File: src/include/vec_system_config.svh
`ifndef VEC_SYSTEM_CONFIG_SVH
`define VEC_SYSTEM_CONFIG_SVH

// Byte address and memory word
`define VS_ADDR_WIDTH 32
`define VS_DATA_WIDTH 32

// Four words per line
`define VS_LINE_BYTES 16

// Vector length limit and read tracking depth
`define VS_MAX_VLEN 8
`define VS_ORDER_DEPTH 4

`endif

File: src/design/mem_pkg.sv
`include "vec_system_config.svh"

package mem_pkg;

  typedef logic [`VS_ADDR_WIDTH-1:0] addr_t;
  typedef logic [`VS_DATA_WIDTH-1:0] word_t;

  // Byte offset bits inside one cache line
  localparam int unsigned LINE_OFFSET = $clog2(`VS_LINE_BYTES);
  typedef logic [`VS_ADDR_WIDTH-LINE_OFFSET-1:0] line_t;

  // One word access with don't-care wdata on reads
  typedef struct packed {
    addr_t addr;
    logic  we;
    word_t wdata;
  } mem_req_t;

  // Read data returns in request order
  typedef word_t mem_rdata_t;

endpackage

File: src/design/vec_pkg.sv
`include "vec_system_config.svh"

package vec_pkg;

  // Vector command opcodes
  typedef enum logic [1:0] {
    VEC_LOAD_SUM    = 2'd0,
    VEC_STORE_SPLAT = 2'd1,
    VEC_STORE_RAMP  = 2'd2
  } vec_op_e;

  // Wide enough for VS_MAX_VLEN itself
  localparam int unsigned VLEN_WIDTH = $clog2(`VS_MAX_VLEN + 1);
  typedef logic [VLEN_WIDTH-1:0] vlen_t;

  typedef struct packed {
    vec_op_e                   op;
    logic [`VS_ADDR_WIDTH-1:0] addr;
    vlen_t                     vlen;
    logic [`VS_DATA_WIDTH-1:0] operand;
  } acc_req_t;

  // Sum for a load, zero for a store
  typedef struct packed {
    logic [`VS_DATA_WIDTH-1:0] result;
  } acc_resp_t;

endpackage

File: src/design/inval_filter.sv
`timescale 1ns/1ps

module inval_filter (
  input  logic                clk_i,
  input  logic                rst_n_i,
  input  logic                cons_en_i,
  // From the vector unit
  input  mem_pkg::addr_t      slv_addr_i,
  input  logic                slv_we_i,
  input  mem_pkg::word_t      slv_wdata_i,
  input  logic                slv_valid_i,
  output logic                slv_ready_o,
  // Towards the arbiter
  output mem_pkg::addr_t      mst_addr_o,
  output logic                mst_we_o,
  output mem_pkg::word_t      mst_wdata_o,
  output logic                mst_valid_o,
  input  logic                mst_ready_i,
  // Read data
  output mem_pkg::mem_rdata_t slv_rdata_o,
  output logic                slv_rvalid_o,
  input  mem_pkg::mem_rdata_t mst_rdata_i,
  input  logic                mst_rvalid_i,
  // Line reports to the host
  output mem_pkg::addr_t      inval_addr_o,
  output logic                inval_valid_o,
  input  logic                inval_ready_i
);

  import mem_pkg::*;

  line_t line_q;
  logic  line_valid_q;
  line_t slv_line;
  logic  need_inval;
  logic  inval_hs;

  assign slv_line = line_t'(slv_addr_i >> LINE_OFFSET);

  // Write to a line not yet reported
  assign need_inval = cons_en_i && slv_valid_i && slv_we_i &&
                      !(line_valid_q && (line_q == slv_line));

  assign inval_valid_o = need_inval;
  assign inval_addr_o  = {slv_line, {LINE_OFFSET{1'b0}}};
  assign inval_hs      = inval_valid_o && inval_ready_i;

  // Held back until the report goes out
  assign mst_addr_o  = slv_addr_i;
  assign mst_we_o    = slv_we_i;
  assign mst_wdata_o = slv_wdata_i;
  assign mst_valid_o = slv_valid_i && !need_inval;
  assign slv_ready_o = mst_ready_i && !need_inval;

  assign slv_rdata_o  = mst_rdata_i;
  assign slv_rvalid_o = mst_rvalid_i;

  always_ff @(posedge clk_i) begin
    if (!rst_n_i) begin
      line_valid_q <= 1'b0;
    end else if (!cons_en_i) begin
      line_valid_q <= 1'b0;
    end else if (inval_hs) begin
      line_valid_q <= 1'b1;
    end
  end

  always_ff @(posedge clk_i) begin
    if (inval_hs) line_q <= slv_line;
  end

endmodule

File: src/design/mem_arbiter.sv
`timescale 1ns/1ps
`include "vec_system_config.svh"

module mem_arbiter (
  input  logic                clk_i,
  input  logic                rst_n_i,
  // Port 0
  input  mem_pkg::addr_t      p0_addr_i,
  input  logic                p0_we_i,
  input  mem_pkg::word_t      p0_wdata_i,
  input  logic                p0_valid_i,
  output logic                p0_ready_o,
  output mem_pkg::mem_rdata_t p0_rdata_o,
  output logic                p0_rvalid_o,
  // Port 1
  input  mem_pkg::addr_t      p1_addr_i,
  input  logic                p1_we_i,
  input  mem_pkg::word_t      p1_wdata_i,
  input  logic                p1_valid_i,
  output logic                p1_ready_o,
  output mem_pkg::mem_rdata_t p1_rdata_o,
  output logic                p1_rvalid_o,
  // Memory
  output mem_pkg::addr_t      mem_addr_o,
  output logic                mem_we_o,
  output mem_pkg::word_t      mem_wdata_o,
  output logic                mem_valid_o,
  input  logic                mem_ready_i,
  input  mem_pkg::mem_rdata_t mem_rdata_i,
  input  logic                mem_rvalid_i
);

  import mem_pkg::*;

  localparam int unsigned ORDER_DEPTH = `VS_ORDER_DEPTH;
  localparam int unsigned PTR_WIDTH   = $clog2(ORDER_DEPTH);

  logic                   prio_q;
  logic                   p0_elig;
  logic                   p1_elig;
  logic                   sel;
  logic                   req_valid;
  logic                   req_ready;
  logic                   gnt_hs;
  mem_req_t               req_in;
  mem_req_t               req_out;
  logic [ORDER_DEPTH-1:0] order_q;
  logic [PTR_WIDTH-1:0]   wr_ptr_q;
  logic [PTR_WIDTH-1:0]   rd_ptr_q;
  logic [PTR_WIDTH:0]     count_q;
  logic                   oq_full;
  logic                   oq_push;

  ////////////////////
  // Grant
  ////////////////////

  // No new reads while every order slot is taken
  assign oq_full = (count_q == (PTR_WIDTH+1)'(ORDER_DEPTH));
  assign p0_elig = p0_valid_i && (p0_we_i || !oq_full);
  assign p1_elig = p1_valid_i && (p1_we_i || !oq_full);

  // prio_q picks the winner only when both ask
  assign sel       = (p0_elig && p1_elig) ? prio_q : p1_elig;
  assign req_valid = p0_elig || p1_elig;
  assign gnt_hs    = req_valid && req_ready;

  assign p0_ready_o = req_ready && p0_elig && !sel;
  assign p1_ready_o = req_ready && p1_elig && sel;

  always_comb begin
    if (sel) begin
      req_in = '{addr: p1_addr_i, we: p1_we_i, wdata: p1_wdata_i};
    end else begin
      req_in = '{addr: p0_addr_i, we: p0_we_i, wdata: p0_wdata_i};
    end
  end

  spill_reg #(
    .data_t(mem_req_t)
  ) u_req_spill (
    .clk_i  (clk_i      ),
    .rst_n_i(rst_n_i    ),
    .valid_i(req_valid  ),
    .ready_o(req_ready  ),
    .data_i (req_in     ),
    .valid_o(mem_valid_o),
    .ready_i(mem_ready_i),
    .data_o (req_out    )
  );

  assign mem_addr_o  = req_out.addr;
  assign mem_we_o    = req_out.we;
  assign mem_wdata_o = req_out.wdata;

  ////////////////////
  // Read order queue
  ////////////////////

  assign oq_push = gnt_hs && !req_in.we;

  always_ff @(posedge clk_i) begin
    if (!rst_n_i) begin
      prio_q   <= 1'b0;
      wr_ptr_q <= '0;
      rd_ptr_q <= '0;
      count_q  <= '0;
    end else begin
      if (gnt_hs) prio_q <= !sel;
      if (oq_push) wr_ptr_q <= wr_ptr_q + 1'b1;
      if (mem_rvalid_i) rd_ptr_q <= rd_ptr_q + 1'b1;
      count_q <= count_q + (PTR_WIDTH+1)'(oq_push) - (PTR_WIDTH+1)'(mem_rvalid_i);
    end
  end

  always_ff @(posedge clk_i) begin
    if (oq_push) order_q[wr_ptr_q] <= sel;
  end

  // Oldest read owns the returning word
  assign p0_rdata_o  = mem_rdata_i;
  assign p1_rdata_o  = mem_rdata_i;
  assign p0_rvalid_o = mem_rvalid_i && !order_q[rd_ptr_q];
  assign p1_rvalid_o = mem_rvalid_i && order_q[rd_ptr_q];

endmodule

File: src/design/spill_reg.sv
`timescale 1ns/1ps

module spill_reg #(
  parameter type data_t = logic
) (
  input  logic  clk_i,
  input  logic  rst_n_i,
  input  logic  valid_i,
  output logic  ready_o,
  input  data_t data_i,
  output logic  valid_o,
  input  logic  ready_i,
  output data_t data_o
);

  // Slot a takes new data, slot b catches it when the output stalls
  logic  a_full_q;
  logic  b_full_q;
  data_t a_data_q;
  data_t b_data_q;
  logic  a_fill;
  logic  a_drain;
  logic  b_fill;
  logic  b_drain;

  assign a_fill  = valid_i && ready_o;
  assign a_drain = a_full_q && !b_full_q;
  assign b_fill  = a_drain && !ready_i;
  assign b_drain = b_full_q && ready_i;

  always_ff @(posedge clk_i) begin
    if (!rst_n_i) begin
      a_full_q <= 1'b0;
      b_full_q <= 1'b0;
    end else begin
      if (a_fill || a_drain) a_full_q <= a_fill;
      if (b_fill || b_drain) b_full_q <= b_fill;
    end
  end

  always_ff @(posedge clk_i) begin
    if (a_fill) a_data_q <= data_i;
    if (b_fill) b_data_q <= a_data_q;
  end

  // Ready only looks at local state
  assign ready_o = !a_full_q || !b_full_q;
  assign valid_o = a_full_q || b_full_q;
  // b always holds the older entry
  assign data_o  = b_full_q ? b_data_q : a_data_q;

endmodule

File: src/design/vec_system.sv
`timescale 1ns/1ps

module vec_system (
  input  logic                clk_i,
  input  logic                rst_n_i,
  // Host command and response
  input  vec_pkg::vec_op_e    acc_req_op_i,
  input  mem_pkg::addr_t      acc_req_addr_i,
  input  vec_pkg::vlen_t      acc_req_vlen_i,
  input  mem_pkg::word_t      acc_req_operand_i,
  input  logic                acc_req_valid_i,
  output logic                acc_req_ready_o,
  output mem_pkg::word_t      acc_resp_result_o,
  output logic                acc_resp_valid_o,
  input  logic                acc_resp_ready_i,
  input  logic                acc_cons_en_i,
  // Scalar memory port
  input  mem_pkg::addr_t      scalar_req_addr_i,
  input  logic                scalar_req_we_i,
  input  mem_pkg::word_t      scalar_req_wdata_i,
  input  logic                scalar_req_valid_i,
  output logic                scalar_req_ready_o,
  output mem_pkg::mem_rdata_t scalar_rdata_o,
  output logic                scalar_rvalid_o,
  // Invalidations
  output mem_pkg::addr_t      inval_addr_o,
  output logic                inval_valid_o,
  input  logic                inval_ready_i,
  // External memory
  output mem_pkg::addr_t      mem_req_addr_o,
  output logic                mem_req_we_o,
  output mem_pkg::word_t      mem_req_wdata_o,
  output logic                mem_req_valid_o,
  input  logic                mem_req_ready_i,
  input  mem_pkg::mem_rdata_t mem_rdata_i,
  input  logic                mem_rvalid_i
);

  import mem_pkg::*;

  // Vector unit to filter
  addr_t      vmem_addr;
  logic       vmem_we;
  word_t      vmem_wdata;
  logic       vmem_valid;
  logic       vmem_ready;
  mem_rdata_t vmem_rdata;
  logic       vmem_rvalid;

  // Filter to arbiter port 0
  addr_t      filt_addr;
  logic       filt_we;
  word_t      filt_wdata;
  logic       filt_valid;
  logic       filt_ready;
  mem_rdata_t filt_rdata;
  logic       filt_rvalid;

  ////////////////////
  // Vector unit
  ////////////////////

  vec_unit u_vec_unit (
    .clk_i            (clk_i            ),
    .rst_n_i          (rst_n_i          ),
    .acc_req_op_i     (acc_req_op_i     ),
    .acc_req_addr_i   (acc_req_addr_i   ),
    .acc_req_vlen_i   (acc_req_vlen_i   ),
    .acc_req_operand_i(acc_req_operand_i),
    .acc_req_valid_i  (acc_req_valid_i  ),
    .acc_req_ready_o  (acc_req_ready_o  ),
    .acc_resp_result_o(acc_resp_result_o),
    .acc_resp_valid_o (acc_resp_valid_o ),
    .acc_resp_ready_i (acc_resp_ready_i ),
    .vmem_addr_o      (vmem_addr        ),
    .vmem_we_o        (vmem_we          ),
    .vmem_wdata_o     (vmem_wdata       ),
    .vmem_valid_o     (vmem_valid       ),
    .vmem_ready_i     (vmem_ready       ),
    .vmem_rdata_i     (vmem_rdata       ),
    .vmem_rvalid_i    (vmem_rvalid      )
  );

  inval_filter u_inval_filter (
    .clk_i        (clk_i        ),
    .rst_n_i      (rst_n_i      ),
    .cons_en_i    (acc_cons_en_i),
    .slv_addr_i   (vmem_addr    ),
    .slv_we_i     (vmem_we      ),
    .slv_wdata_i  (vmem_wdata   ),
    .slv_valid_i  (vmem_valid   ),
    .slv_ready_o  (vmem_ready   ),
    .mst_addr_o   (filt_addr    ),
    .mst_we_o     (filt_we      ),
    .mst_wdata_o  (filt_wdata   ),
    .mst_valid_o  (filt_valid   ),
    .mst_ready_i  (filt_ready   ),
    .slv_rdata_o  (vmem_rdata   ),
    .slv_rvalid_o (vmem_rvalid  ),
    .mst_rdata_i  (filt_rdata   ),
    .mst_rvalid_i (filt_rvalid  ),
    .inval_addr_o (inval_addr_o ),
    .inval_valid_o(inval_valid_o),
    .inval_ready_i(inval_ready_i)
  );

  ////////////////////
  // Memory arbiter
  ////////////////////

  mem_arbiter u_mem_arbiter (
    .clk_i       (clk_i             ),
    .rst_n_i     (rst_n_i           ),
    .p0_addr_i   (filt_addr         ),
    .p0_we_i     (filt_we           ),
    .p0_wdata_i  (filt_wdata        ),
    .p0_valid_i  (filt_valid        ),
    .p0_ready_o  (filt_ready        ),
    .p0_rdata_o  (filt_rdata        ),
    .p0_rvalid_o (filt_rvalid       ),
    .p1_addr_i   (scalar_req_addr_i ),
    .p1_we_i     (scalar_req_we_i   ),
    .p1_wdata_i  (scalar_req_wdata_i),
    .p1_valid_i  (scalar_req_valid_i),
    .p1_ready_o  (scalar_req_ready_o),
    .p1_rdata_o  (scalar_rdata_o    ),
    .p1_rvalid_o (scalar_rvalid_o   ),
    .mem_addr_o  (mem_req_addr_o    ),
    .mem_we_o    (mem_req_we_o      ),
    .mem_wdata_o (mem_req_wdata_o   ),
    .mem_valid_o (mem_req_valid_o   ),
    .mem_ready_i (mem_req_ready_i   ),
    .mem_rdata_i (mem_rdata_i       ),
    .mem_rvalid_i(mem_rvalid_i      )
  );

endmodule

File: src/design/vec_unit.sv
`timescale 1ns/1ps

module vec_unit (
  input  logic                clk_i,
  input  logic                rst_n_i,
  // Host command and response
  input  vec_pkg::vec_op_e    acc_req_op_i,
  input  mem_pkg::addr_t      acc_req_addr_i,
  input  vec_pkg::vlen_t      acc_req_vlen_i,
  input  mem_pkg::word_t      acc_req_operand_i,
  input  logic                acc_req_valid_i,
  output logic                acc_req_ready_o,
  output mem_pkg::word_t      acc_resp_result_o,
  output logic                acc_resp_valid_o,
  input  logic                acc_resp_ready_i,
  // Word accesses
  output mem_pkg::addr_t      vmem_addr_o,
  output logic                vmem_we_o,
  output mem_pkg::word_t      vmem_wdata_o,
  output logic                vmem_valid_o,
  input  logic                vmem_ready_i,
  input  mem_pkg::mem_rdata_t vmem_rdata_i,
  input  logic                vmem_rvalid_i
);

  import vec_pkg::*;
  import mem_pkg::*;

  typedef enum logic [1:0] {
    ST_IDLE,
    ST_ISSUE,
    ST_DRAIN,
    ST_RESP
  } state_e;

  state_e    state_q;
  acc_req_t  cmd_q;
  vlen_t     idx_q;
  vlen_t     outst_q;
  word_t     sum_q;
  logic      cmd_hs;
  logic      issue_hs;
  logic      last_elem;
  acc_resp_t resp;
  acc_resp_t resp_out;
  logic      resp_valid;
  logic      resp_ready;

  assign cmd_hs    = acc_req_valid_i && acc_req_ready_o;
  assign issue_hs  = vmem_valid_o && vmem_ready_i;
  assign last_elem = (idx_q == cmd_q.vlen - vlen_t'(1));

  assign acc_req_ready_o = (state_q == ST_IDLE);

  ////////////////////
  // Element issue
  ////////////////////

  assign vmem_valid_o = (state_q == ST_ISSUE);
  assign vmem_we_o    = (cmd_q.op != VEC_LOAD_SUM);
  assign vmem_addr_o  = cmd_q.addr + (addr_t'(idx_q) << 2);
  assign vmem_wdata_o = (cmd_q.op == VEC_STORE_RAMP) ? cmd_q.operand + word_t'(idx_q)
                                                     : cmd_q.operand;

  always_ff @(posedge clk_i) begin
    if (cmd_hs) begin
      cmd_q <= '{op: acc_req_op_i, addr: acc_req_addr_i, vlen: acc_req_vlen_i,
                 operand: acc_req_operand_i};
    end
  end

  always_ff @(posedge clk_i) begin
    if (!rst_n_i) begin
      state_q <= ST_IDLE;
      idx_q   <= '0;
      outst_q <= '0;
      sum_q   <= '0;
    end else begin
      // Count of reads still in flight
      outst_q <= outst_q + vlen_t'(issue_hs && !vmem_we_o) - vlen_t'(vmem_rvalid_i);
      if (vmem_rvalid_i) sum_q <= sum_q + vmem_rdata_i;
      unique case (state_q)
        ST_IDLE: begin
          if (cmd_hs) begin
            idx_q   <= '0;
            sum_q   <= '0;
            state_q <= ST_ISSUE;
          end
        end
        ST_ISSUE: begin
          if (issue_hs) begin
            idx_q <= idx_q + vlen_t'(1);
            if (last_elem) state_q <= vmem_we_o ? ST_RESP : ST_DRAIN;
          end
        end
        ST_DRAIN: begin
          if (outst_q == '0) state_q <= ST_RESP;
        end
        default: begin
          if (resp_ready) state_q <= ST_IDLE;
        end
      endcase
    end
  end

  ////////////////////
  // Response
  ////////////////////

  assign resp_valid  = (state_q == ST_RESP);
  assign resp.result = (cmd_q.op == VEC_LOAD_SUM) ? sum_q : '0;

  spill_reg #(
    .data_t(acc_resp_t)
  ) u_resp_spill (
    .clk_i  (clk_i           ),
    .rst_n_i(rst_n_i         ),
    .valid_i(resp_valid      ),
    .ready_o(resp_ready      ),
    .data_i (resp            ),
    .valid_o(acc_resp_valid_o),
    .ready_i(acc_resp_ready_i),
    .data_o (resp_out        )
  );

  assign acc_resp_result_o = resp_out.result;

endmodule

File: config.mk
export PLATFORM = sky130hd
export DESIGN_NAME = vec_system
export DESIGN_NICKNAME = d
export VERILOG_FILES = /design/src/design/mem_pkg.sv /design/src/design/vec_pkg.sv /design/src/design/inval_filter.sv /design/src/design/mem_arbiter.sv /design/src/design/spill_reg.sv /design/src/design/vec_system.sv /design/src/design/vec_unit.sv
export VERILOG_INCLUDE_DIRS = /design/src /design/src/include
export SDC_FILE = /design/constraint.sdc
export NUM_CORES = 1
export LEC_CHECK = 0
export ABC_CLOCK_PERIOD_IN_PS = 16200
export BUFFER_PORTS_ARGS = -buffer_cell sky130_fd_sc_hd__buf_4
export CAP_MARGIN = 0
export CORE_ASPECT_RATIO = 0.9
export CORE_MARGIN = 2
export CORE_UTILIZATION = 60
export DETAILED_ROUTE_END_ITERATION = 10
export PLACE_DENSITY = 0.9
export SETUP_SLACK_MARGIN = 0.1
export SLEW_MARGIN = 20
export SYNTH_ARGS = -nofsm -noshare
export SYNTH_HDL_FRONTEND = slang
export SYNTH_SLANG_ARGS = --single-unit
export TNS_END_PERCENT = 30
File: constraint.sdc
create_clock -name clk_i -period 16.2 [get_ports clk_i]
set_clock_uncertainty 0.1 [all_clocks]
set_input_delay 0 -clock clk_i [delete_from_list [all_inputs] [get_ports clk_i]]
set_output_delay 0 -clock clk_i [all_outputs]
set_load 0.02 [all_outputs]
==> metrics.txt <==
outcome=completed; commonest cells in the netlist=edfxtp_1, nand2_1, mux2_2, xnor2_1, a21oi_1; number of flops mapped to enable cells by yosys=between 200 and 300; synth warn=0; Routed wire per std cell=approximately 23 um; Post-CTS Setup Bufs=0; CTS tree=yes; CP endpoint kind=primary output; CP Launch Point=u_vec_unit.idx_q[0]$_SDFFE_PN0P_; io pins=343; Worst Tran Pin Value=around 1.0 ns; r2r endpoint=u_mem_arbiter.u_req_spill.a_data_q[16]$_DFFE_PP_; PortBufs=approximately 340; initial core utilization=61.3%; DRT Pass-1 Iters=6; fin cells=2,334; final setup violation count=0; CP Capture Point=scalar_req_ready_o; core area=just under 30,000 um^2; Max H-tree Level=2; synth unique cells=between 70 and 80; # resized after CTS=0; Total Wirelength=52,700 um; RSZ-0062 raised after global routing=no; worst hold-check path type=input port to flop; Max Cap Viol=0; via/cell ratio=~6; Area growth syn-to-layout=30.2%; Max VDD drop=74.7 uV; fin crit share=between 30% and 40%; GPL Wtd Cong=slightly above 0.9; Via Count=between 10,000 and 15,000; sequential-to-total area share from yosys stat=between 50% and 60%; Max FO, Critical Path=between 80 and 90; Placed Instance Area=between 20,000 and 25,000 um^2; Clock Sinks=351; Slew HR=30.5%; Synth area leaders=edfxtp_1, mux2_2, dfxtp_1, ha_1, xnor2_1; largest area contributor in the netlist=edfxtp_1; worst r2r path cells=14; Leak=0.00922 uW; Cell Pwr Density=~130 nW/um^2; TritonCTS buffer count=37; cts hold-fix bufs=around 180; Crit path arrival time=between 5 and 6 ns; width of the die=around 190 um; Top FF cell, synth=edfxtp_1; row count=59; RR Startpoint=u_vec_unit.idx_q[0]$_SDFFE_PN0P_; die area=between 30,000 and 40,000 um^2; largest net degree at the start of global routing=between 80 and 90; flop-to-flop setup slack=10.84 ns; Setup crit start kind=flop; CTS max path bufs=3; Async S/R FF share, synth=0%; max-slew violations=0; Final ANT Viol Nets=0; final hold slack=~0.032 ns; Hold Fails Final Rpt=0; gate count after technology mapping=1,463; Worst-path clk slew=approximately 0.07 ns; syn avg cell area=around 12 um^2; kind of critical path=flop to primary output; first-pass GRT wire length=~80,000 um; vias in the first global route=about 15,000; Nets=around 2,100; chip height=about 170 um; Period minus WS final=approximately 5.6 ns; #FFs+latches synth=about 350; Peak Freq=~180 MHz; worst skew pair latency=0.53 ns; initial antenna violation count=1; most frequent cell after synthesis=edfxtp_1; Sum Neg Setup Slack=0 ns; Final Instance Area=23,200 um^2; gr usage total=about 33%; hpwl dp=about 31,000 um; Root Buffer=clkbuf_16; share of cells above drive strength 1=26.9%; Post-Syn Area=17,800 um^2; total power=between 3000 and 4000 uW; share of the synthesized area in the top cell type=approximately half; grt ovf=0; Critical Path RT=around 16 ns; placed insts=around 2,100; Detailed Route Iter0 Violations=1,509; DRC violations left=0
==> cell families after synthesis <==
group	count (synthesis)	synth area share [%]
other cells	1	0.0210
fa+ha+maj	61	4.49
compound gates	213	7.62
simple gates	411	12.0
xor+xnor	117	5.83
flops	351	56.0
mux	144	9.08
buf+inv	165	4.94
==> cell type report <==
type / instances / area [um^2]
flip-flops and latches: 351 / 9990
repair buffers: 525 / 4380
clock inverters: 19 / 168
clock buffers: 45 / 998
diodes: 2 / 5.00
well taps: 396 / 495
fillers: 1628 / 5870
multi-input cells: 950 / 7000
inverters: 46 / 173
==> state kept, by name, indices dropped and copies added, names as in the netlist <==
name	flops
u_vec_unit.cmd_q	70
u_mem_arbiter.u_req_spill.a_data_q	65
u_mem_arbiter.u_req_spill.b_data_q	65
u_vec_unit.sum_q	32
u_vec_unit.u_resp_spill.a_data_q	32
u_vec_unit.u_resp_spill.b_data_q	32
u_inval_filter.line_q	28
u_mem_arbiter.order_q	4
u_vec_unit.idx_q	4
u_vec_unit.outst_q	4
u_mem_arbiter.count_q	3
u_mem_arbiter.rd_ptr_q	2
u_mem_arbiter.wr_ptr_q	2
u_vec_unit.state_q	2
u_inval_filter.line_valid_q	1
u_mem_arbiter.prio_q	1
u_mem_arbiter.u_req_spill.a_full_q	1
u_mem_arbiter.u_req_spill.b_full_q	1
u_vec_unit.u_resp_spill.a_full_q	1
u_vec_unit.u_resp_spill.b_full_q	1
==> routing by layer <==
| layer | track usage, % | routed length, um | part of all wire (%) |
|---|---|---|---|
| met4 | 17.7 | 2860 | 5.4 |
| met2 | 58.3 | 26600 | 51 |
| met5 | 0 | 0 | 0 |
| met1 | 39.3 | 18900 | 36 |
| met3 | 5.70 | 4290 | 8.1 |
==> stage by stage <==
step	util (%)	setup WS, ns
floorplan	-	9.43
CTS	79.8	10.74
global route	79.8	10.30
global placement	69.8	11.13
detailed placement	69.8	11.02
finish	79.8	10.65
==> worst max-delay path, stage by stage, from the launching register on <==
cell	delay, ns
dfxtp_1	0.42
ha_1	0.29
fa_1	0.43
a211oi_2	0.54
nor4_2	0.09
buf_4	0.20
and3b_1	0.21
nand2_1	0.09
xnor2_1	0.21
a2111oi_0	0.19
nand4_1	0.18
nand3_2	0.20
a41oi_4	0.54
buf_4	0.80
and2_1	0.26
buf_4	0.15
==> worst min path at each step <==
stage               depth (start not counted)  slack, ns             startpoint                        endpoint
finish                                      5       0.03         mem_rdata_i[9]  u_vec_unit.sum_q[9]$_SDFF_PN0_
global route                                5       0.08         mem_rdata_i[9]  u_vec_unit.sum_q[9]$_SDFF_PN0_
CTS                                         5      0.004         mem_rdata_i[9]  u_vec_unit.sum_q[9]$_SDFF_PN0_
detailed placement                          1       0.08  acc_req_operand_i[10]  u_vec_unit.cmd_q[10]$_DFFE_PP_
global placement                            1       0.08  acc_req_operand_i[10]  u_vec_unit.cmd_q[10]$_DFFE_PP_
floorplan                                   0     -0.001   acc_req_operand_i[0]   u_vec_unit.cmd_q[0]$_DFFE_PP_
==> cells in the final DEF (no fill, tap or decap), types with 9 or more instances in the layout <==
cell and count:
buf_4 350, a21oi_1 71, xor2_1 43, mux2_2 98, dlygate4sd3_1 175, mux2i_1 11, a21o_1 15, dfxtp_1 54
and3_1 23, inv_1 45, xnor2_1 73, nor2b_1 12, ha_1 56, nand2_1 137, nand2b_1 12, mux2_1 34
clkbuf_16 39, nor2_1 49, nand3_1 32, and2_1 58, edfxtp_1 296, nor3_1 17, a211oi_1 9, o21ai_0 50
nand4_1 24
==> power by group <==
part	total [uW]	switching (uW)	leakage, uW	internal, uW
clock network	846	360	0.000575	486
logic	884	516	0.00537	368
registers	1320	129	0.00328	1190
Power figures use the tool's default switching activity.
